[config.mk]
export PLATFORM = sky130hd
export DESIGN_NAME = attn_score
export DESIGN_NICKNAME = d
export VERILOG_FILES = /design/src/source/gat_pkg.sv /design/src/source/attn_score.sv
export SDC_FILE = /design/constraint.sdc
export NUM_CORES = 2
export LEC_CHECK = 0
export ABC_AREA = 1
export BUFFER_PORTS_ARGS = -buffer_cell sky130_fd_sc_hd__buf_4
export CAP_MARGIN = 20
export CORE_ASPECT_RATIO = 1.75
export CORE_MARGIN = 2
export CORE_UTILIZATION = 50
export CTS_CLUSTER_DIAMETER = 100
export DETAILED_ROUTE_END_ITERATION = 8
export GPL_TIMING_DRIVEN = 0
export PLACE_DENSITY = 0.7
export SETUP_SLACK_MARGIN = 0.15
export SLEW_MARGIN = 20
export SYNTH_ARGS = -nofsm -noshare
export SYNTH_HDL_FRONTEND = slang
export SYNTH_SLANG_ARGS = --single-unit
[constraint.sdc]
create_clock -name clk -period 12.3 [get_ports clk]
set_input_delay 3.075 -clock clk [delete_from_list [all_inputs] [get_ports clk]]
set_output_delay 3.075 -clock clk [all_outputs]
set_load 0.01 [all_outputs]
[src/source/gat_pkg.sv]
// Shared types and weight memory layout for the layer-2 attention fragment
// Layout constants are derived from the default feature sizes only
// Sums are kept full width, no fixed-point rescaling anywhere
package gat_pkg;

  // ====================
  // Feature sizes
  // ====================
  localparam int F_IN_DEFAULT  = 8;
  localparam int F_OUT_DEFAULT = 4;

  // W column by column, then a[0..2F-1]
  localparam int WEIGHT_WORDS  = F_OUT_DEFAULT * F_IN_DEFAULT + 2 * F_OUT_DEFAULT;
  localparam int WEIGHT_ADDR_W = $clog2(WEIGHT_WORDS);

  // ====================
  // Data types
  // ====================
  // Feature, weight or attention weight
  typedef logic signed [7:0] data_t;

  // 16-bit product plus 3 bits of growth over 8 terms
  typedef logic signed [18:0] wh_t;

  // Four 27-bit products plus growth
  typedef logic signed [31:0] score_t;

  // Weight BRAM address
  typedef logic [WEIGHT_ADDR_W-1:0] weight_addr_t;

endpackage
[src/source/attn_score.sv]
// Source and destination halves of the attention logit for one node
// Results leave only against credits returned by the consumer
// One-entry result register, no new vector while it is occupied
`timescale 1ns/10ps

module attn_score #(
  parameter int NUM_FEATURE_OUT = gat_pkg::F_OUT_DEFAULT,
  parameter int OUT_CREDITS     = 2
) (
  input  logic                                   clk,
  input  logic                                   rst_n,
  input  gat_pkg::data_t [2*NUM_FEATURE_OUT-1:0] attn_vec,
  input  logic                                   wh_vld,
  input  gat_pkg::wh_t [NUM_FEATURE_OUT-1:0]     wh_vec,
  output logic                                   wh_accept,
  output logic                                   out_vld,
  output gat_pkg::wh_t [NUM_FEATURE_OUT-1:0]     out_wh,
  output gat_pkg::score_t                        out_src_score,
  output gat_pkg::score_t                        out_dst_score,
  input  logic                                   out_credit
);

  localparam int CRD_W = $clog2(OUT_CREDITS + 1);

  logic [CRD_W-1:0] credit_cnt;
  logic             res_full;
  gat_pkg::score_t  src_sum;
  gat_pkg::score_t  dst_sum;

  assign wh_accept = wh_vld && !res_full;
  assign out_vld   = res_full && (credit_cnt != '0);

  // First half of a against Wh, second half of a against Wh
  always_comb begin
    src_sum = '0;
    dst_sum = '0;
    for (int c = 0; c < NUM_FEATURE_OUT; c++) begin
      src_sum = src_sum + $signed(attn_vec[c]) * $signed(wh_vec[c]);
      dst_sum = dst_sum + $signed(attn_vec[NUM_FEATURE_OUT + c]) * $signed(wh_vec[c]);
    end
  end

  // ====================
  // Result and credits
  // ====================
  always_ff @(posedge clk or negedge rst_n) begin
    if (!rst_n) begin
      res_full   <= 1'b0;
      credit_cnt <= CRD_W'(OUT_CREDITS);
    end else begin
      if (wh_accept) begin
        res_full <= 1'b1;
      end else if (out_vld) begin
        res_full <= 1'b0;
      end
      if (out_credit && !out_vld) begin
        credit_cnt <= credit_cnt + 1'b1;
      end else if (out_vld && !out_credit) begin
        credit_cnt <= credit_cnt - 1'b1;
      end
    end
  end

  always_ff @(posedge clk) begin
    if (wh_accept) begin
      out_wh        <= wh_vec;
      out_src_score <= src_sum;
      out_dst_score <= dst_sum;
    end
  end

endmodule

==> reports/metrics.csv <==
metric;value;unit
core-area;0.0992;mm²
syn-num-nets;7578;
clock_latency;0.56;ns
drt-total-wl;186;mm
avgSynthCellArea;8.51;µm²
grt_max_degree;30;
max_freq;0.0931;GHz
finalSetupViolations;0;
drive_gt1_share;4.56;%
place_ws;1.03;ns
synth_enable_flop_cells;136;
drt_iter0_markers;2998;
ant_nets;0;
wl_per_cell;25.0;µm
drtPass1Iterations;6;
final_nets;7831;
postCtsHoldBufs;0;
synth_seq_cells;139;
pin_count;286;
synth_seq_area_share;8.35;%
synthCells;5857;
port-buffer-count;229;
tns;0;ns
status;finished, final reports clean;
cp-start-kind;input pin;
synthArstFlopShare;2.16;%
antenna_found_initial;10;
via_per_inst;5.24;
clk_pin_slew;0.07;ns
ys_top_cells_by_area;fa_1 (53%), inv_1 (16%), nand2_1 (11%);
cts_tree;yes;
worstSetupPathType;in -> reg;
grt_util_all_layers;37.8;%
drc;0;
slew_violations;0;
crit_arrival;11.06;ns
die_area;0.102;mm²
die_w;243;µm
post_cts_buffers;0;
yosysMostFrequentCell;inv_1;
fin_area;0.0539;mm²
rsz0062_at_grt;false;
cap_violations;0;
initial_utilization;50.2;%
clock-root-buffer;clkbuf_16;
final.setup.worst_slack;1.56;ns
required;12.62;ns
place_area;0.0533;mm²
yosys.area.top_type;fa_1;
overflow;0;
synthesis.area;0.0498;mm²
cts_sinks;139;
hold_violations;0;
worst_pin_slew;1.22;ns
grt_first_pass_wirelength;270;mm
place_congestion;1.06;
cts_buffers;17;
skew;0.0105;ns
yosysWarnings;0;
hold_path_class;reg -> reg;
instances_no_fill;7443;
cts_resized;0;
period_needed;10.74;ns
yosysTopAreaCellShare;52.7;%
grt_pass1_vias;42500;
yosys-top-cells-count;inv_1 (2080), nand2_1 (1444), fa_1 (1312);
crit_fanout;10;
cts.path.max_buffers;2;
max_slew_margin;18.9;%
critPathCaptureType;flip-flop;
vias;39000;
hpwl;156;mm
dp_cells;7408;
die_height;422;µm
cts_max_level;4;
synthFlopType;edfxtp_1;
post-route-period-util;87.3;%
core.rowCount;153;
synth.distinct_cells;28;
area_delta_synth_final;8.13;%
==> layout by cell type (no fill, tap or decap), drive strengths merged <==
master / count
a21o: 2
a21oi: 58
and2: 3
buf: 263
bufinv: 2
clkbuf: 231
clkinv: 8
dfrtp: 2
dfstp: 1
diode: 5
edfxtp: 136
fa: 1312
ha: 265
inv: 2081
nand2: 1446
nand3: 56
nand3b: 3
nand4: 24
nor2: 153
nor3: 2
o211ai: 1
o21ai: 29
o21bai: 7
xnor2: 5
xor2: 31
==> area by class of cell <==
type                            instances  area [µm²]
Fill cell                            9304       45300
Multi-Input combinational cell       3397       36900
Inverter                             2080        7810
Sequential cell                       139        4160
Timing Repair Buffer                  234        1830
Tap cell                             1317        1650
Buffer                                241         922
Clock buffer                           19         433
Clock inverter                         11         123
Antenna cell                            5        12.5
==> final timing paths <==
check | from | endpoint | slack, ns | depth (start not counted)
setup / recovery | wh_vec[56] | out_src_score[28] | 1.56 | 26
hold / removal | credit_cnt[0] | credit_cnt[0] | 0.48 | 1
setup reg to reg | res_full | out_wh[65] | 10.20 | 4
hold reg to reg | credit_cnt[0] | credit_cnt[0] | 0.48 | 1
max in group asynchronous | rst_n | credit_cnt[1] | 9.82 | 1
min in group asynchronous | rst_n | credit_cnt[0] | 2.30 | 1
==> layer usage <==
layer  GRT usage [%]  vias to the layer above  share of wire, %
met5               0                        -             0.031
met2            63.5                     2155                49
met1            37.3                    19500                30
met4            41.5                        8                14
met3            6.95                      842               7.4
li1                -                    16400                 -
==> sequential cells by signal, summed over array words and instances, names as in the netlist <==
| signal | cells |
|---|---|
| credit_cnt | 2 |
| out_dst_score | 30 |
| out_src_score | 30 |
| out_wh | 76 |
| res_full | 1 |
==> logic make-up after synthesis <==
kind of cell / share of synthesized area (%)
buffers and inverters: 17.5
flip-flops: 8.35
XOR/XNOR: 0.633
AND/OR/NAND/NOR: 13.1
adder cells (fa/ha/maj): 59.4
AO/OA/AOI/OAI: 1.03
==> critical path: stages <==
cell and delay [ns]:
buf_4 0.08, clkbuf_1 0.78, clkbuf_1 0.74, nand2_1 0.31, fa_1 0.74, inv_1 0.13
fa_1 0.63, inv_1 0.07, fa_1 0.48, inv_1 0.05, fa_1 0.58, inv_1 0.07
fa_1 0.49, inv_1 0.05, fa_1 0.47, inv_1 0.05, fa_1 0.50, fa_1 0.51
inv_1 0.04, ha_1 0.34, a21oi_1 0.25, o21ai_0 0.18, a21oi_1 0.20, nand3_1 0.10
nand2_1 0.06, nand2_1 0.04
==> metrics by stage <==
step           hold WS (ns)  util, %
3_5_place_dp          0.473     53.8
6_report              0.484     54.3
3_3_place_gp          0.460     53.6
4_1_cts               0.485     54.3
2_1_floorplan         0.446        -
5_1_grt               0.508     54.3
Power is not shown: default switching activity piles up to over one toggle a cycle in this logic, so the estimate is an artifact.
