==> src/source/gat_pkg.sv <==
// Shared types and weight memory layout for the layer-2 attention fragment
// Layout constants are derived from the default feature sizes only
// Sums are kept full width, no fixed-point rescaling anywhere
package gat_pkg;

  // ====================
  // Feature sizes
  // ====================
  localparam int F_IN_DEFAULT  = 8;
  localparam int F_OUT_DEFAULT = 4;

  // W column by column, then a[0..2F-1]
  localparam int WEIGHT_WORDS  = F_OUT_DEFAULT * F_IN_DEFAULT + 2 * F_OUT_DEFAULT;
  localparam int WEIGHT_ADDR_W = $clog2(WEIGHT_WORDS);

  // ====================
  // Data types
  // ====================
  // Feature, weight or attention weight
  typedef logic signed [7:0] data_t;

  // 16-bit product plus 3 bits of growth over 8 terms
  typedef logic signed [18:0] wh_t;

  // Four 27-bit products plus growth
  typedef logic signed [31:0] score_t;

  // Weight BRAM address
  typedef logic [WEIGHT_ADDR_W-1:0] weight_addr_t;

endpackage
==> src/source/feature_fifo.sv <==
// Node feature FIFO with show-ahead read data
// One credit pulse leaves the cycle after each element is released
// The sender must start with FEAT_FIFO_DEPTH credits and never exceed them
`timescale 1ns/10ps

module feature_fifo #(
  parameter int FEAT_FIFO_DEPTH = 4
) (
  input  logic           clk,
  input  logic           rst_n,
  input  logic           wr_vld,
  input  gat_pkg::data_t wr_data,
  input  logic           rd_en,
  output gat_pkg::data_t rd_data,
  output logic           not_empty,
  output logic           credit
);

  localparam int PTR_W = (FEAT_FIFO_DEPTH > 1) ? $clog2(FEAT_FIFO_DEPTH) : 1;
  localparam int CNT_W = $clog2(FEAT_FIFO_DEPTH + 1);

  gat_pkg::data_t   mem [FEAT_FIFO_DEPTH];
  logic [PTR_W-1:0] wr_ptr;
  logic [PTR_W-1:0] rd_ptr;
  logic [CNT_W-1:0] count;
  logic             push;
  logic             pop;

  // Circular pointer step for depths that are not a power of two
  function automatic logic [PTR_W-1:0] next_ptr(input logic [PTR_W-1:0] ptr);
    if (ptr == PTR_W'(FEAT_FIFO_DEPTH - 1)) begin
      return '0;
    end
    return ptr + 1'b1;
  endfunction

  assign not_empty = (count != '0);
  assign pop       = rd_en && not_empty;
  // A full FIFO takes a new element only when one leaves in the same cycle
  assign push      = wr_vld && ((count != CNT_W'(FEAT_FIFO_DEPTH)) || pop);
  assign rd_data   = mem[rd_ptr];

  always_ff @(posedge clk) begin
    if (push) begin
      mem[wr_ptr] <= wr_data;
    end
  end

  always_ff @(posedge clk or negedge rst_n) begin
    if (!rst_n) begin
      wr_ptr <= '0;
      rd_ptr <= '0;
      count  <= '0;
      credit <= 1'b0;
    end else begin
      credit <= pop;
      if (push) begin
        wr_ptr <= next_ptr(wr_ptr);
      end
      if (pop) begin
        rd_ptr <= next_ptr(rd_ptr);
      end
      if (push && !pop) begin
        count <= count + 1'b1;
      end else if (pop && !push) begin
        count <= count - 1'b1;
      end
    end
  end

endmodule

==> config.mk <==
export PLATFORM = sky130hd
export DESIGN_NAME = feature_fifo
export DESIGN_NICKNAME = d
export VERILOG_FILES = /design/src/source/gat_pkg.sv /design/src/source/feature_fifo.sv
export SDC_FILE = /design/constraint.sdc
export NUM_CORES = 1
export LEC_CHECK = 0
export BUFFER_PORTS_ARGS = -buffer_cell sky130_fd_sc_hd__buf_2
export CORE_ASPECT_RATIO = 1.25
export CORE_UTILIZATION = 40
export DETAILED_ROUTE_END_ITERATION = 8
export GPL_TIMING_DRIVEN = 0
export SYNTH_ARGS = -nofsm -noshare
export SYNTH_HDL_FRONTEND = slang
export SYNTH_SLANG_ARGS = --single-unit
export TNS_END_PERCENT = 10
==> constraint.sdc <==
create_clock -name clk -period 2.6 [get_ports clk]
set_clock_uncertainty 0.2 [all_clocks]
set_input_delay 0.39 -clock clk [delete_from_list [all_inputs] [get_ports clk]]
set_output_delay 0.39 -clock clk [all_outputs]
set_load 0.03 [all_outputs]
==> metrics.md <==
| Metric | Value |
|---|---|
| DR DRC count | `0` |
| Initial antenna violation count | `0` |
| CP max-delay cell | `or3_2` |
| Unrepaired setup endpoints after global routing | `no` |
| Pins Over Slew Limit | `0` |
| Syn Inst Count | `80` |
| Max Cap Viol | `0` |
| Routed Antenna Nets | `0` |
| Core area | `3850 sq um` |
| CP delay by family, top | `adder cells` |
| Vias | `770` |
| Area added between synthesis and finish | `19.3%` |
| Avg Synthesized Cell Area | `20.4 sq um` |
| VDD IR max | `615 uV` |
| CTS clk-pin slew, worst paths | `70 ps` |
| Fin util | `0.506` |
| Slew headroom | `0.637` |
| Mapped Area | `1630 sq um` |
| Worst Reg-to-Reg Cells | `6` |
| Setup CP Type | `reg -> reg` |
| Fraction of layout cells with a size suffix above 1 | `0.455` |
| Power per cell area | `1210 nW/um^2` |
| PortBufs | `21` |
| Root Driver | `clkbuf_8` |
| Clk sinks | `40` |
| Hold Buf Count CTS | `1` |
| Routed WL per cell | `14.1 um` |
| Period utilization | `0.889` |
| TritonRoute pass-1 iters | `3` |
| Pin count of the biggest net entering global routing | `14` |
| Vias in the first global route | `754` |
| Status | `finished, final reports clean` |
| Commonest non-fill, non-tap cell in the layout | `edfxtp_1` |
| Data arrival, critical path | `2280 ps` |
| TritonCTS clock tree | `built` |
| Yosys warning count | `0` |
| Number of inserted diodes | `0` |
| Critical path buffer and inverter count | `1` |
| CTS resizes | `0` |
| Total Wirelength | `2310 um` |
| Reg-to-reg slack, setup | `290 ps` |
| Tightest Pin Transition | `545 ps` |
| CP Capture Type | `flop` |
| # setup viols final | `0` |
| FF-to-FF Start | `count[1]$_DFFE_PN0P_` |
| Max Fclk | `0.433 GHz` |
| Ports | `22` |
| First DRT Iteration DRCs | `14` |
| Critical-path cell list | `or3_2, nand2_2, ha_1, inv_1, fa_1, mux2_2` |
| Final Hold Viols | `0` |
| Setup TNS | `0 ps` |
| Most frequent cells in the layout | `edfxtp_1 (32), buf_2 (22), mux4_2 (8), dfrtp_1 (8), ha_1 (6)` |
| Final min period | `2310 ps` |
| Worst hold path type | `in -> reg` |
| Cells after DPL | `155` |
| Worst skew pair latency | `290 ps` |
| CP Depth | `6` |
| Seq/Total Area, Yosys | `0.712` |
| Worst setup SP type | `flop` |
| Cell variety after synth | `18` |
| Yosys reg bits | `40` |
| Critical path peak fanout | `4` |
| Mean number of vias per cell | `4.70` |
| Row count | `25` |
| All-Layer GR Usage | `0.130` |
| Finished Layout Cells | `164` |
| CTS Buf Count | `5` |
| CP required | `2570 ps` |
| GPL Wtd Cong | `0.710` |
| Die Ht | `73.4 um` |
| Cell leakage power | `0.740 nW` |
| FF-to-FF End | `count[1]$_DFFE_PN0P_` |
| Post-DP HPWL | `1610 um` |
| Die area | `4340 sq um` |
| Post-CTS setup buffer count | `0` |
| First-pass GRT wire length | `3730 um` |
| Syn_nets | `99` |
| Slowest stage delay, CP | `490 ps` |
| Nets | `128` |
| CTS Buffer Depth | `2` |
| GR Overflow Total | `0` |
| Crit path capture | `count[1]$_DFFE_PN0P_` |
| H-tree levels | `2` |
| Die width | `59.1 um` |
| Worst Setup SP | `count[1]$_DFFE_PN0P_` |
| Starting Density | `0.424` |
state kept, by name, summed over array words and instances, names as in the netlist:
signal and flops:
count 3, credit 1, mem 32, rd_ptr 2, wr_ptr 2
synth_stat cells:
library cell	count	share of area
mux2_2	3	0.021
nand2_2	1	0.0038
buf_1	1	0.0023
buf_2	1	0.0031
xnor2_1	2	0.011
mux2_4	2	0.018
and2_2	4	0.018
or3_2	1	0.0046
xor2_1	1	0.0054
nor2_1	3	0.0069
o41a_4	1	0.013
mux4_2	8	0.11
dfrtp_1	8	0.12
ha_1	6	0.046
fa_1	1	0.012
inv_1	4	0.0092
inv_2	1	0.0023
edfxtp_1	32	0.59
worst min-delay path by stage:
stage                                 endpoint  startpoint  slack, ps  cells past startpoint
final                      mem[0][5]$_DFFE_PP_  wr_data[5]        110                      1
after global routing       mem[0][5]$_DFFE_PP_  wr_data[5]         90                      1
after CTS                  mem[0][5]$_DFFE_PP_  wr_data[5]        100                      1
after detailed placement  count[1]$_DFFE_PN0P_       rst_n         40                      1
after global placement    count[0]$_DFFE_PN0P_       rst_n         40                      1
after floorplan           count[0]$_DFFE_PN0P_       rst_n       -110                      0
metrics by stage:
step,hold WS (ps),setup WS [ps],power [mW],cell area [sq um]
finish,112,289,2.36,1950
global route,88.7,173,2.51,1950
CTS,103,276,2.39,1950
detailed placement,43.0,277,1.80,1800
global placement,40.4,326,1.78,1800
floorplan,-106,243,1.59,1630
kinds of logic after synthesis:
kind of cell               share of synthesized area
AOI/OAI and AO/OA                             0.0130
DFF                                            0.712
xor gates and xnor gates                      0.0161
buffers and inverters                         0.0169
adders and majority gates                     0.0583
and+or+nand+nor                               0.0338
muxes                                          0.150
area by class of cell:
type                       count  area (sq um)
clock inverter                 2          60.1
multi-input combinational     33           442
tap                           54          67.6
clock buffer                   6          72.6
inverter                       5          18.8
timing repair buffer          22           115
fill                         340          1900
buffer                         2          8.76
sequential                    40          1160
power by group:
part / leakage [nW] / switching (mW) / internal, mW
logic: 0.287 / 0.476 / 0.357
clock network: 0.0654 / 0.200 / 0.383
registers: 0.388 / 0.0758 / 0.863
routing by layer:
layer	GRT usage	vias to the layer above	wire length, um
met1	0.160	387	955
li1	-	363	-
met4	0.0635	0	50
met3	0.0599	5	101
met5	0	-	0
met2	0.193	15	1200
No activity file was read; power rests on OpenSTA's default activity.
