### config.mk
export PLATFORM = sky130hd
export DESIGN_NAME = wh_engine
export DESIGN_NICKNAME = d
export VERILOG_FILES = /design/src/source/gat_pkg.sv /design/src/source/wh_engine.sv
export SDC_FILE = /design/constraint.sdc
export NUM_CORES = 1
export LEC_CHECK = 0
export BUFFER_PORTS_ARGS = -buffer_cell sky130_fd_sc_hd__buf_4
export CORE_MARGIN = 3
export CORE_UTILIZATION = 50
export DETAILED_ROUTE_END_ITERATION = 6
export PLACE_DENSITY = 0.74
export SETUP_SLACK_MARGIN = 0.5
export SYNTH_ARGS = -nofsm -noshare
export SYNTH_HDL_FRONTEND = slang
export SYNTH_SLANG_ARGS = --single-unit
### constraint.sdc
create_clock -name clk -period 9.78 [get_ports clk]
set_clock_uncertainty 0.05 [all_clocks]
set_input_delay 1.467 -clock clk [delete_from_list [all_inputs] [get_ports clk]]
set_output_delay 1.467 -clock clk [all_outputs]
set_load 0.02 [all_outputs]
### src/source/gat_pkg.sv
// Shared types and weight memory layout for the layer-2 attention fragment
// Layout constants are derived from the default feature sizes only
// Sums are kept full width, no fixed-point rescaling anywhere
package gat_pkg;

  // ====================
  // Feature sizes
  // ====================
  localparam int F_IN_DEFAULT  = 8;
  localparam int F_OUT_DEFAULT = 4;

  // W column by column, then a[0..2F-1]
  localparam int WEIGHT_WORDS  = F_OUT_DEFAULT * F_IN_DEFAULT + 2 * F_OUT_DEFAULT;
  localparam int WEIGHT_ADDR_W = $clog2(WEIGHT_WORDS);

  // ====================
  // Data types
  // ====================
  // Feature, weight or attention weight
  typedef logic signed [7:0] data_t;

  // 16-bit product plus 3 bits of growth over 8 terms
  typedef logic signed [18:0] wh_t;

  // Four 27-bit products plus growth
  typedef logic signed [31:0] score_t;

  // Weight BRAM address
  typedef logic [WEIGHT_ADDR_W-1:0] weight_addr_t;

endpackage
### src/source/wh_engine.sv
// Computes Wh one input feature per cycle, F_OUT dot products in parallel
// Node boundaries are implicit, every NUM_FEATURE_IN elements
// Waits for weights_ready before the first pop
`timescale 1ns/10ps

module wh_engine #(
  parameter int NUM_FEATURE_IN  = gat_pkg::F_IN_DEFAULT,
  parameter int NUM_FEATURE_OUT = gat_pkg::F_OUT_DEFAULT
) (
  input  logic                                                     clk,
  input  logic                                                     rst_n,
  input  logic                                                     weights_ready,
  input  gat_pkg::data_t [NUM_FEATURE_OUT-1:0][NUM_FEATURE_IN-1:0] wgt_matrix,
  input  logic                                                     fifo_not_empty,
  input  gat_pkg::data_t                                           fifo_data,
  output logic                                                     fifo_rd_en,
  output logic                                                     wh_vld,
  output gat_pkg::wh_t [NUM_FEATURE_OUT-1:0]                       wh_vec,
  input  logic                                                     wh_accept
);

  localparam int               IDX_W    = (NUM_FEATURE_IN > 1) ? $clog2(NUM_FEATURE_IN) : 1;
  localparam logic [IDX_W-1:0] IDX_LAST = IDX_W'(NUM_FEATURE_IN - 1);

  logic [IDX_W-1:0]                   feat_idx;
  logic                               last_elem;
  gat_pkg::wh_t [NUM_FEATURE_OUT-1:0] acc;
  gat_pkg::wh_t [NUM_FEATURE_OUT-1:0] sum_next;

  // Stall while a finished vector still waits for attn_score
  assign fifo_rd_en = weights_ready && fifo_not_empty && (!wh_vld || wh_accept);
  assign last_elem  = (feat_idx == IDX_LAST);

  // ====================
  // Multiply-accumulate
  // ====================
  always_comb begin
    for (int c = 0; c < NUM_FEATURE_OUT; c++) begin
      // h[r] * W[c][r], sign extended to the accumulator width
      sum_next[c] = acc[c] + $signed(fifo_data) * $signed(wgt_matrix[c][feat_idx]);
    end
  end

  always_ff @(posedge clk or negedge rst_n) begin
    if (!rst_n) begin
      feat_idx <= '0;
      acc      <= '0;
      wh_vld   <= 1'b0;
    end else begin
      if (fifo_rd_en) begin
        if (last_elem) begin
          // Clear for the next node
          feat_idx <= '0;
          acc      <= '0;
        end else begin
          feat_idx <= feat_idx + 1'b1;
          acc      <= sum_next;
        end
      end
      // A new vector takes over in the cycle the old one is accepted
      if (fifo_rd_en && last_elem) begin
        wh_vld <= 1'b1;
      end else if (wh_accept) begin
        wh_vld <= 1'b0;
      end
    end
  end

  // Output holding register
  always_ff @(posedge clk) begin
    if (fifo_rd_en && last_elem) begin
      wh_vec <= sum_next;
    end
  end

endmodule

==> flow_summary.ini <==
[logic_synthesis]
mappedNetlistArea_sq_um = 20900
synth_flop_cell = dfrtp_1
synth-seq-cells = 156
synthTopCellsByArea = fa_1 32%, edfxtp_1 11%, ha_1 11%, dfrtp_1 9.6%, mux4_2 6.9%
netlist-cell-type-count = 60
avgSynthCellArea_sq_um = 11.0
synth_edf_count = 76
synth_top_cell_by_area = fa_1
synthDominantCellAreaShare = 0.322
ys_warn_count = 0
ys_async_sr_fraction = 0.513
ys_seq_area_frac = 0.205
syn_nets = 2682
netlist_instances = 1899

[sta]
final-setup-viol-count = 0
finalCritPeriodShare = 0.789
finalHoldViolations = 0
fmax_mhz = 130
finalCriticalPeriod_ns = 7.72
relSlewSlack = 0.150
setup_ws_ns = 2.06
holdWs_ns = 0.437
rsz0062_at_grt = false
fin_setup_tns_ns = 0
report.final.slew_viol_count = 0
worst_slew_pin_slew_ns = 1.27

[placed_design]
portBuffers = 346
place.gp.congestion = 0.899
place_area_sq_um = 24000
dp_slack_ns = 2.03
dp_hpwl_mm = 47.7

[cts]
cts_num_sinks = 156
cts.reportedPaths.clkPinSlew_ns = 0.07
cts_tree = built
clk_path_buf_depth = 2
hold_buffers = 0
cts_made_buffers = 17
postCtsSetupBuffers = 0
cts_root_buffer = clkbuf_16
cts_max_level = 4
cts-resized-gates = 0
clock_latency_ns = 0.47

[routing]
first_iter_violations = 996
vias = 15217
drt_first_pass_iters = 5
drt_wl_total_mm = 59.6
drtAntennaViolNets = 0
viasPerCell = 5.49
drc = 0
wire_per_inst_um = 21.5

[critical_path]
critPathKind = flop to flop
rrSetupSlack_ns = 2.06
r2r_cells = 19
startpoint_type = flop
end_kind = flop
r2r-start = feat_idx[0]
r2r-end = acc[51]
critPathArrivalTime_ns = 8.03
required_ns = 10.09
cp_max_fo = 36

[die]
die_area_sq_um = 44300
dieHeight_um = 210
core_area_sq_um = 41000
start_util = 0.509
boundaryPins = 347
rows = 74
die_w_um = 210

[cells_and_area]
layout_common_cells = 377 x inv_1, 359 x buf_4, 336 x fa_1
post-route-cell-area_sq_um = 24600
drive_gt1_frac = 0.216
mostFrequentLayoutCell = inv_1
syn_to_final_growth_pct = 17.9
final_nets = 2996

[grt]
grt_max_degree = 71
grtUsageTotal = 0.280
grt_pass1_vias = 16656
grt.overflow.total = 0
grt_pass1_wl_mm = 94.1
antenna_found_initial = 15

[hold_path]
hold_start = acc[39]
hold_class = flop to flop
whs_path_depth = 2
holdPathEnd = acc[39]

[run]
drv_cap = 0

[status]
status = finished clean
[critical path, cell delays in order, from the launching register on]
cell	delay (ns)
dfrtp_4	0.91
buf_4	0.47
mux4_2	0.55
mux2i_1	0.72
nor2b_1	0.16
fa_1	0.58
inv_1	0.06
fa_1	0.53
inv_1	0.05
fa_1	0.49
fa_1	0.43
fa_1	0.47
ha_1	0.36
a21oi_1	0.18
nor2b_1	0.07
a311oi_1	0.61
nor2_1	0.16
o41ai_1	0.37
xnor2_1	0.14
a22o_1	0.21
[registers in the layout, summed over array words and instances (netlist names)]
signal	cells
wh_vec	76
wh_vld	1
acc	76
feat_idx	3
[cells by family (layout without fill, tap and decap cells)]
kind of cell               count (synthesis)  in the layout  share of synthesized area
muxes                                    103            103                     0.0882
and+or+nand+nor                          404            404                     0.0988
buffers and inverters                    451            778                     0.0827
adders and majority gates                514            514                      0.429
DFF                                      156            156                      0.205
other                                      0             13                          0
xor gates and xnor gates                  74             74                     0.0310
AOI/OAI and AO/OA                        197            197                     0.0655
[stage by stage]
| step | utilization | instances |
|---|---|---|
| 3_3_place_gp | 0.585 | 2726 |
| 3_5_place_dp | 0.585 | 2726 |
| 4_1_cts | 0.600 | 2758 |
| 2_1_floorplan | - | 1899 |
| 5_1_grt | 0.600 | 2771 |
| 6_report | 0.600 | 2771 |
[cell usage after synthesis (all sizes together) (3+ instances only)]
library cell	n
nor2	57
xor2	14
o41ai	3
edfxtp	76
mux2	9
buf	19
a21o	18
a31o	4
a21oi	35
o31ai	3
xnor2	60
and2	25
mux2i	30
nand4	4
a31oi	4
and3	6
ha	178
dfrtp	80
mux4	64
a22o	36
clkbuf	45
a211oi	4
nor3	8
o22ai	4
fa	336
o21ai	47
o31a	3
nor2b	136
nand2b	29
nand2	125
o21a	15
a21boi	3
nand3	7
or2	5
inv	387
[area by class of cell]
| class | count | area [sq um] |
|---|---|---|
| Clock inverter | 11 | 119 |
| Clock buffer | 21 | 460 |
| Antenna cell | 13 | 32.5 |
| Sequential cell | 156 | 4290 |
| Timing Repair Buffer | 359 | 2700 |
| Fill cell | 3318 | 16400 |
| Inverter | 387 | 1450 |
| Multi-Input combinational cell | 1292 | 14900 |
| Tap cell | 532 | 666 |
[worst max path at each step]
stage               to  slack (ns)  cells after the start             from
2_1_floorplan  acc[37]        2.73                     18  wgt_matrix[120]
3_3_place_gp   acc[36]        2.21                     19   wgt_matrix[88]
3_5_place_dp   acc[51]        2.03                     19  wgt_matrix[178]
4_1_cts        acc[51]        2.00                     19      feat_idx[0]
5_1_grt        acc[51]        1.46                     19      feat_idx[0]
6_report       acc[51]        2.06                     19      feat_idx[0]
[metal layers]
layer	track usage	vias up	routed length, um
met2	0.462	622	29000
met1	0.353	7756	23000
met4	0.148	2	3150
li1	-	6729	-
met3	0.0560	108	4510
met5	0	-	13
Power is not shown: default switching activity piles up to over one toggle a cycle in this logic, so the estimate is an artifact.
