<file path="src/source/gat_pkg.sv">
// Shared types and weight memory layout for the layer-2 attention fragment
// Layout constants are derived from the default feature sizes only
// Sums are kept full width, no fixed-point rescaling anywhere
package gat_pkg;

  // ====================
  // Feature sizes
  // ====================
  localparam int F_IN_DEFAULT  = 8;
  localparam int F_OUT_DEFAULT = 4;

  // W column by column, then a[0..2F-1]
  localparam int WEIGHT_WORDS  = F_OUT_DEFAULT * F_IN_DEFAULT + 2 * F_OUT_DEFAULT;
  localparam int WEIGHT_ADDR_W = $clog2(WEIGHT_WORDS);

  // ====================
  // Data types
  // ====================
  // Feature, weight or attention weight
  typedef logic signed [7:0] data_t;

  // 16-bit product plus 3 bits of growth over 8 terms
  typedef logic signed [18:0] wh_t;

  // Four 27-bit products plus growth
  typedef logic signed [31:0] score_t;

  // Weight BRAM address
  typedef logic [WEIGHT_ADDR_W-1:0] weight_addr_t;

endpackage
</file>
<file path="src/source/weight_bram.sv">
// Simple dual-port weight memory, one write port and one read port
// Read data appears two cycles after the read address
// Addresses at or above WEIGHT_WORDS are not backed by storage
`timescale 1ns/10ps

module weight_bram (
  input  logic                  clk,
  input  logic                  wr_en,
  input  gat_pkg::weight_addr_t wr_addr,
  input  gat_pkg::data_t        wr_data,
  input  gat_pkg::weight_addr_t rd_addr,
  output gat_pkg::data_t        rd_data
);

  gat_pkg::data_t        mem [gat_pkg::WEIGHT_WORDS];
  gat_pkg::weight_addr_t rd_addr_q;

  // Write port from the external loader
  always_ff @(posedge clk) begin
    if (wr_en) begin
      mem[wr_addr] <= wr_data;
    end
  end

  // Registered address, then registered data
  always_ff @(posedge clk) begin
    rd_addr_q <= rd_addr;
    rd_data   <= mem[rd_addr_q];
  end

endmodule

</file>
<file path="config.mk">
export PLATFORM = sky130hd
export DESIGN_NAME = weight_bram
export DESIGN_NICKNAME = d
export VERILOG_FILES = /design/src/source/gat_pkg.sv /design/src/source/weight_bram.sv
export SDC_FILE = /design/constraint.sdc
export NUM_CORES = 1
export LEC_CHECK = 0
export BUFFER_PORTS_ARGS = -buffer_cell sky130_fd_sc_hd__buf_2
export CORE_MARGIN = 2
export CORE_UTILIZATION = 45
export DETAILED_ROUTE_END_ITERATION = 8
export GPL_TIMING_DRIVEN = 0
export PLACE_DENSITY = 0.73
export RECOVER_POWER = 100
export SYNTH_ARGS = -nofsm -noshare
export SYNTH_HDL_FRONTEND = slang
export SYNTH_SLANG_ARGS = --single-unit
</file>
<file path="constraint.sdc">
create_clock -name clk -period 4.6 [get_ports clk]
set_input_delay 0.46 -clock clk [delete_from_list [all_inputs] [get_ports clk]]
set_output_delay 0.46 -clock clk [all_outputs]
set_load 0.01 [all_outputs]
</file>
==> results of run 1 <==
state kept, by name, indices dropped and copies added (netlist names):
| signal | flops |
|---|---|
| mem | 320 |
| rd_addr_q | 6 |
| rd_data | 8 |
cells in the final DEF (no fill, tap or decap), types with 6 or more instances in the layout:
cell         n
clkinv_1     6
edfxtp_1   320
a221oi_2    10
a22oi_1     32
nand2_1     15
mux2i_1    128
nor2_1      41
clkbuf_1    42
o22ai_1      8
dfxtp_1     14
a221oi_1     6
buf_4       10
clkbuf_16   36
a21oi_1     16
mux4_2      16
buf_2       15
mux2_2       8
a22o_1      16
cell families after synthesis:
kind of cell           count (synthesis)
DFF                                  334
muxes                                152
AOI/OAI and AO/OA                     96
and+or+nand+nor                       79
buffers and inverters                 41
synth_stat cells:
master    instances  share of area [%]
buf_2             6               0.23
and2_1            1              0.048
or3b_2            1              0.067
nor2b_1           5               0.24
or3_1             1              0.048
mux4_2           16                2.7
a221oi_2         12                1.4
mux2_2            8               0.69
buf_12            1               0.15
mux2i_1         128                9.8
buf_8             3               0.34
dfxtp_1          14                2.1
nand3_1           4               0.15
buf_1             3              0.086
nand4_1           1              0.048
nor2_1           41                1.2
nand2_1          15               0.43
a22o_1           16                1.1
edfxtp_1        320                 73
o22ai_1           8               0.38
nor4bb_1          1              0.076
buf_6             4               0.34
buf_4            11               0.63
a221oi_1          4               0.27
o41ai_2           8               0.99
a22oi_1          32                1.8
clkbuf_1         13               0.37
nand3b_1          1              0.057
a21oi_1          16               0.61
or2_2             1              0.048
nand2b_1          5               0.24
nor3_1            2              0.076
power breakdown:
group / total, mW / internal [mW] / switching, mW / leakage, nW
combinational: 0.336 / 0.117 / 0.219 / 1.42
clock: 2.71 / 1.61 / 1.10 / 0.542
sequential: 3.37 / 3.37 / 0.00893 / 3.00
worst reg2reg max path: cells and delay by family (launching register included):
kind                   cells  cell delay [ns]
AO/OA/AOI/OAI              4             1.36
flip-flops                 1             0.32
AND/OR/NAND/NOR            1             0.24
buffers and inverters      2             0.77
area by class of cell:
type / instances / area [µm²] / area share [%]
Tap cell: 384 / 480 / 3.25
Sequential cell: 334 / 9890 / 67.0
Clock buffer: 49 / 980 / 6.63
Clock inverter: 15 / 135 / 0.915
Buffer: 41 / 279 / 1.89
Timing Repair Buffer: 27 / 113 / 0.763
Multi-Input combinational cell: 327 / 2890 / 19.6
how the worst max path moves through the flow:
stage / start / endpoint / slack, ns / depth (start not counted)
after floorplan: wr_addr[5] / mem[16][0] / 2.67 / 3
after global placement: wr_en / mem[16][3] / 2.09 / 4
after detailed placement: wr_en / mem[16][7] / 2.07 / 4
after CTS: rd_addr_q[1] / rd_data[3] / 2.25 / 6
after global routing: rd_addr_q[1] / rd_data[2] / 1.60 / 7
final: rd_addr_q[1] / rd_data[2] / 1.75 / 7
stage by stage:
stage | total power, mW | worst slack, ns | utilization, % | hold WS, ns | cell area (µm²)
finish | 6.42 | 1.75 | 51.5 | 0.0499 | 14800
CTS | 6.45 | 2.25 | 51.7 | 0.0320 | 14800
global placement | 3.77 | 2.09 | 47.8 | 0.566 | 13700
floorplan | 3.64 | 2.67 | - | 0.488 | 13100
detailed placement | 3.78 | 2.07 | 47.8 | 0.564 | 13700
global route | 6.60 | 1.60 | 51.5 | 0.0341 | 14800
routing by layer:
| metal | vias up | part of all wire, % | GRT usage (%) |
|---|---|---|---|
| li1 | 2962 | - | - |
| met1 | 3340 | 41 | 25.3 |
| met2 | 287 | 49 | 30.5 |
| met3 | 58 | 7.2 | 3.24 |
| met4 | 0 | 3.2 | 6.74 |
| met5 | - | 0 | 0 |
==> impl_metrics.tcl, run 1 <==
set metrics [dict create \
    setup_viol 0 \
    gp_congestion 0.848 \
    hp-start "rd_addr[5]" \
    slowest_delay_ns 0.69 \
    fp.dieW_um 175 \
    area_delta_synth_final_pct 12.6 \
    post-route-period-util_pct 62.0 \
    cts-root-buf "clkbuf_16" \
    start_util_pct 45.7 \
    powerDensity_nw_per_um2 435 \
    io_pins 30 \
    wirelength_mm 28.2 \
    crit_path_start_kind "register" \
    yosysSeqAreaShare_pct 75.4 \
    syn_nets 724 \
    setup-tns-final_ns 0 \
    required_ns 4.94 \
    drc 0 \
    cellLeakagePower_nw 4.96 \
    skew_ns 0.0270 \
    synth_cell_types 32 \
    core_region_area_um2 28700 \
    cts_tree "done" \
    nFillCells 2319 \
    crit_family "compound AO/OA/AOI/OAI gates" \
    wl_per_cell_um 23.9 \
    diodes 0 \
    cp_max_fo 10 \
    layoutNonFillerInstCount 1177 \
    timing.fmax_mhz 351 \
    synth_top_family_by_area "multiplexers" \
    htreeDepth 2 \
    cts_resized 0 \
    grt_pass1_wl_mm 41.5 \
    synthAdderAreaFrac_pct 0 \
    slew_headroom_pct -39.2 \
    dp_hpwl_mm 17.8 \
    rows 62 \
    cts_hold_buf 0 \
    cts_buffer_depth 3 \
    grt_max_degree 41 \
    antenna_left 0 \
    slew_viol_final 328 \
    crit_chain "clkbuf_1 -> nor2b_1 -> buf_2 -> a22o_1 -> a221oi_1 -> o22ai_1 -> o41ai_1" \
    firstDrtPassIters 6 \
    slowest_stage "o41ai_1" \
    fin_crit_ns 2.85 \
    netlist_instances 702 \
    min_to "rd_addr_q[5]" \
    viasPerCell 5.65 \
    finalHoldViolCount 0 \
    routed-via-count 6647 \
    grt_pass1_vias 6640 \
    insertion_delay_ns 0.52 \
    yosys.area_share.simple_pct 2.70 \
    hold_path_depth 1 \
    critPathArrivalTime_ns 3.19 \
    port_buffers 27 \
    synth.avg_cell_area_um2 18.7 \
    yosysWarnings 0 \
    postCtsSetupRepairBufs 0 \
    rsz0062_at_grt "false" \
    cts_buffers 35 \
    end_kind "register" \
    synth_xor_area_share_pct 0 \
    dp.cells 1113 \
    drive_above_1_share_pct 15.1 \
    die-height_um 175 \
    worstMarginPinSlew_ns 2.09 \
    die-area_um2 30500 \
    muxShareOfSynthArea_pct 13.2 \
    ir_worst_vdd_mv 0.203 \
    grt_overflow 0 \
    numClockSinks 334 \
    finalNetCount 788 \
    hp-class "in -> reg" \
    rr_worst_depth 7 \
    synth_area_um2 13100 \
    clk_pin_slew_worst_paths_ns 0.05 \
    track_usage_pct 18.6 \
    path_buf_inv 2 \
    outcome "finished with violations" \
    crit_type "reg -> reg" \
    r2r-end "rd_data[2]" \
    drt_iter0_markers 735 \
    ys_seq_elements 334 \
    violations "max-capacitance violations, max-slew violations" \
    synth-compound-area-share_pct 6.53 \
    r2r-start "rd_addr_q[1]" \
    drv_cap 8 \
    rrSetupSlack_ns 1.75 \
    antenna_found_initial 0 \
]
Power figures use the tool's default switching activity.
==> inputs of run 2 (changes only) <==
==> constraint.sdc (replaced) <==
create_clock -name clk -period 3 [get_ports clk]
set_input_delay 0.3 -clock clk [delete_from_list [all_inputs] [get_ports clk]]
set_output_delay 0.3 -clock clk [all_outputs]
set_load 0.01 [all_outputs]
==> run 2 against run 1 <==
  * The run still ends with max-capacitance violations, max-slew violations left
  * Non-clock buffer count grew 6
  * Clock skew up 0.0028 ns
  * Flip-flop and latch count did not move
  * Largest power group unchanged
  * Cell count is 0.51% higher
  * Die area unchanged
  * Setup slack got worse by 1.4 ns
  * Clock power up 53%
  * Routed wire length about the same
  * Hold slack gained 0.37 ns
  * Via count rose by 0.68%
  * Largest cell class unchanged
  * Count of clock-buffer cells in the layout did not move
  * Critical path type unchanged
  * Sequential share of layout area down 0.34 points
==> impl_metrics.tcl, run 2 (synthesis results as in run 1) <==
set metrics [dict create \
    port_buffers 27 \
    antenna_found_initial 0 \
    drv_cap 8 \
    internal_power_mw 7.81 \
    cts-root-buf "clkbuf_16" \
    insertion_delay_ns 0.52 \
    routed-via-count 6692 \
    numClockSinks 334 \
    drive_above_1_share_pct 15.3 \
    swShare_pct 20.7 \
    viasPerCell 5.66 \
    drc 0 \
    powerDensity_nw_per_um2 663 \
    crit_path_start_kind "register" \
    setup_ws_ns 0.379 \
    cts_buffer_depth 3 \
    crit_chain "and2_0 -> clkbuf_1 -> clkbuf_1 -> clkbuf_1 -> a22oi_1 -> a21oi_1 -> o41ai_2" \
    finalHoldViolCount 0 \
    power_frac_seq_pct 52.6 \
    p_switching_mw 2.04 \
    end_kind "register" \
    slew_viol_final 328 \
    fp.dieW_um 175 \
    post-route-period-util_pct 87.4 \
    cts_hold_buf 6 \
    largestRegisters "mem x320, rd_data x8, rd_addr_q x6" \
    ir_worst_vdd_mv 0.310 \
    crit_family "buffers and inverters" \
    firstDrtPassIters 5 \
    track_usage_pct 18.6 \
    cellLeakagePower_nw 4.99 \
    rsz0062_at_grt "false" \
    finalNetCount 794 \
    postCtsSetupRepairBufs 0 \
    antenna_left 0 \
    htreeDepth 2 \
    final_common_cell "edfxtp_1" \
    clkPwrFrac_pct 42.1 \
    top_register "mem" \
    combPwrFrac_pct 5.3 \
    drt_iter0_markers 806 \
    setup-tns-final_ns 0 \
    required_ns 3.39 \
    grt_max_degree 41 \
    hp-class "in -> reg" \
    path_buf_inv 3 \
    die-height_um 175 \
    fin_crit_ns 2.62 \
    wirelength_mm 28.2 \
    outcome "finished with violations" \
    critPathArrivalTime_ns 3.01 \
    cts_resized 0 \
    die-area_um2 30500 \
    cp_common_cell "clkbuf_1" \
    rows 62 \
    timing.fmax_mhz 381 \
    cts_tree "done" \
    slew_headroom_pct -36.7 \
    grt_overflow 0 \
    io_pins 30 \
    cp_max_fo 10 \
    diodes 0 \
    worstMarginPinSlew_ns 2.05 \
    gp_congestion 0.848 \
    largest_reg_flops 320 \
    slowest_stage "clkbuf_1" \
    dp_hpwl_mm 17.8 \
    slowest_delay_ns 0.58 \
    clk_pin_slew_worst_paths_ns 0.06 \
    layout_common_cells "edfxtp_1 (320), mux2i_1 (128), clkbuf_1 (42)" \
    crit_type "reg -> reg" \
    grt_pass1_vias 6657 \
    cts_buffers 35 \
    core_region_area_um2 28700 \
    skew_ns 0.0298 \
    setup_viol 0 \
    violations "max-capacitance violations, max-slew violations" \
    area_delta_synth_final_pct 13.2 \
    wl_per_cell_um 23.8 \
    dpl_worst_slack_ns 0.627 \
    grt_pass1_wl_mm 41.6 \
    start_util_pct 45.7 \
]
==> run 2: cell types whose count changed in the layout (fill, tap and decap cells not counted) <==
cell           previous run  this run
buf_2                    15        14
buf_4                    10        11
and2_1                    1         0
a221oi_2                 10        11
a221oi_1                  6         5
and2_0                    0         1
o41ai_1                   5         4
dlygate4sd3_1             0         6
o41ai_2                   3         4
==> run 2: metal layers <==
| metal | vias to the layer above | track usage (%) | wire (µm) |
|---|---|---|---|
| li1 | 2972 | - | - |
| met4 | 0 | 6.74 | 879 |
| met5 | - | 0 | 0 |
| met1 | 3386 | 25.3 | 11500 |
| met3 | 53 | 3.24 | 2010 |
| met2 | 281 | 30.5 | 13800 |
==> run 2: worst reg2reg max path: cells and delay by family, from the launching register on <==
kind | cells | cell delay (ns)
buf+inv | 3 | 1.35
compound gates | 3 | 0.62
flops | 1 | 0.37
simple gates | 1 | 0.16
==> run 2: through the flow <==
stage	power [mW]	hold WS, ns	area, µm²	util [%]	cells
2_1_floorplan	5.57	0.328	13100	-	702
3_3_place_gp	5.79	0.406	13700	47.8	1113
3_5_place_dp	5.80	0.404	13700	47.8	1113
4_1_cts	9.90	0.361	14900	51.9	1183
5_1_grt	10.1	0.417	14800	51.7	1183
6_report	9.84	0.423	14800	51.7	1183
==> run 2: final timing paths <==
kind                                   start            to  slack (ns)  cells past startpoint
worst min register to register    mem[36][5]    rd_data[5]        0.85                      4
worst max register to register  rd_addr_q[2]    rd_data[5]        0.38                      7
worst min-delay path              rd_addr[5]  rd_addr_q[5]        0.42                      2
worst max-delay path            rd_addr_q[2]    rd_data[5]        0.38                      7
==> run 2: area by class of cell <==
| type | count | area, µm² |
|---|---|---|
| sequential | 334 | 9890 |
| fill | 2312 | 13900 |
| clock buffer | 49 | 980 |
| clock inverter | 15 | 135 |
| tap | 384 | 480 |
| multi-input combinational | 327 | 2910 |
| timing repair buffer | 33 | 173 |
| buffer | 41 | 282 |
==> run 2: power by group through the flow <==
stage / clock, mW / combinational [mW] / sequential, mW
final: 4.14 / 0.525 / 5.17
after global placement: 0 / 0.521 / 5.26
after floorplan: 0 / 0.304 / 5.27
after detailed placement: 0 / 0.528 / 5.27
after CTS: 4.19 / 0.536 / 5.17
after global routing: 4.40 / 0.556 / 5.18
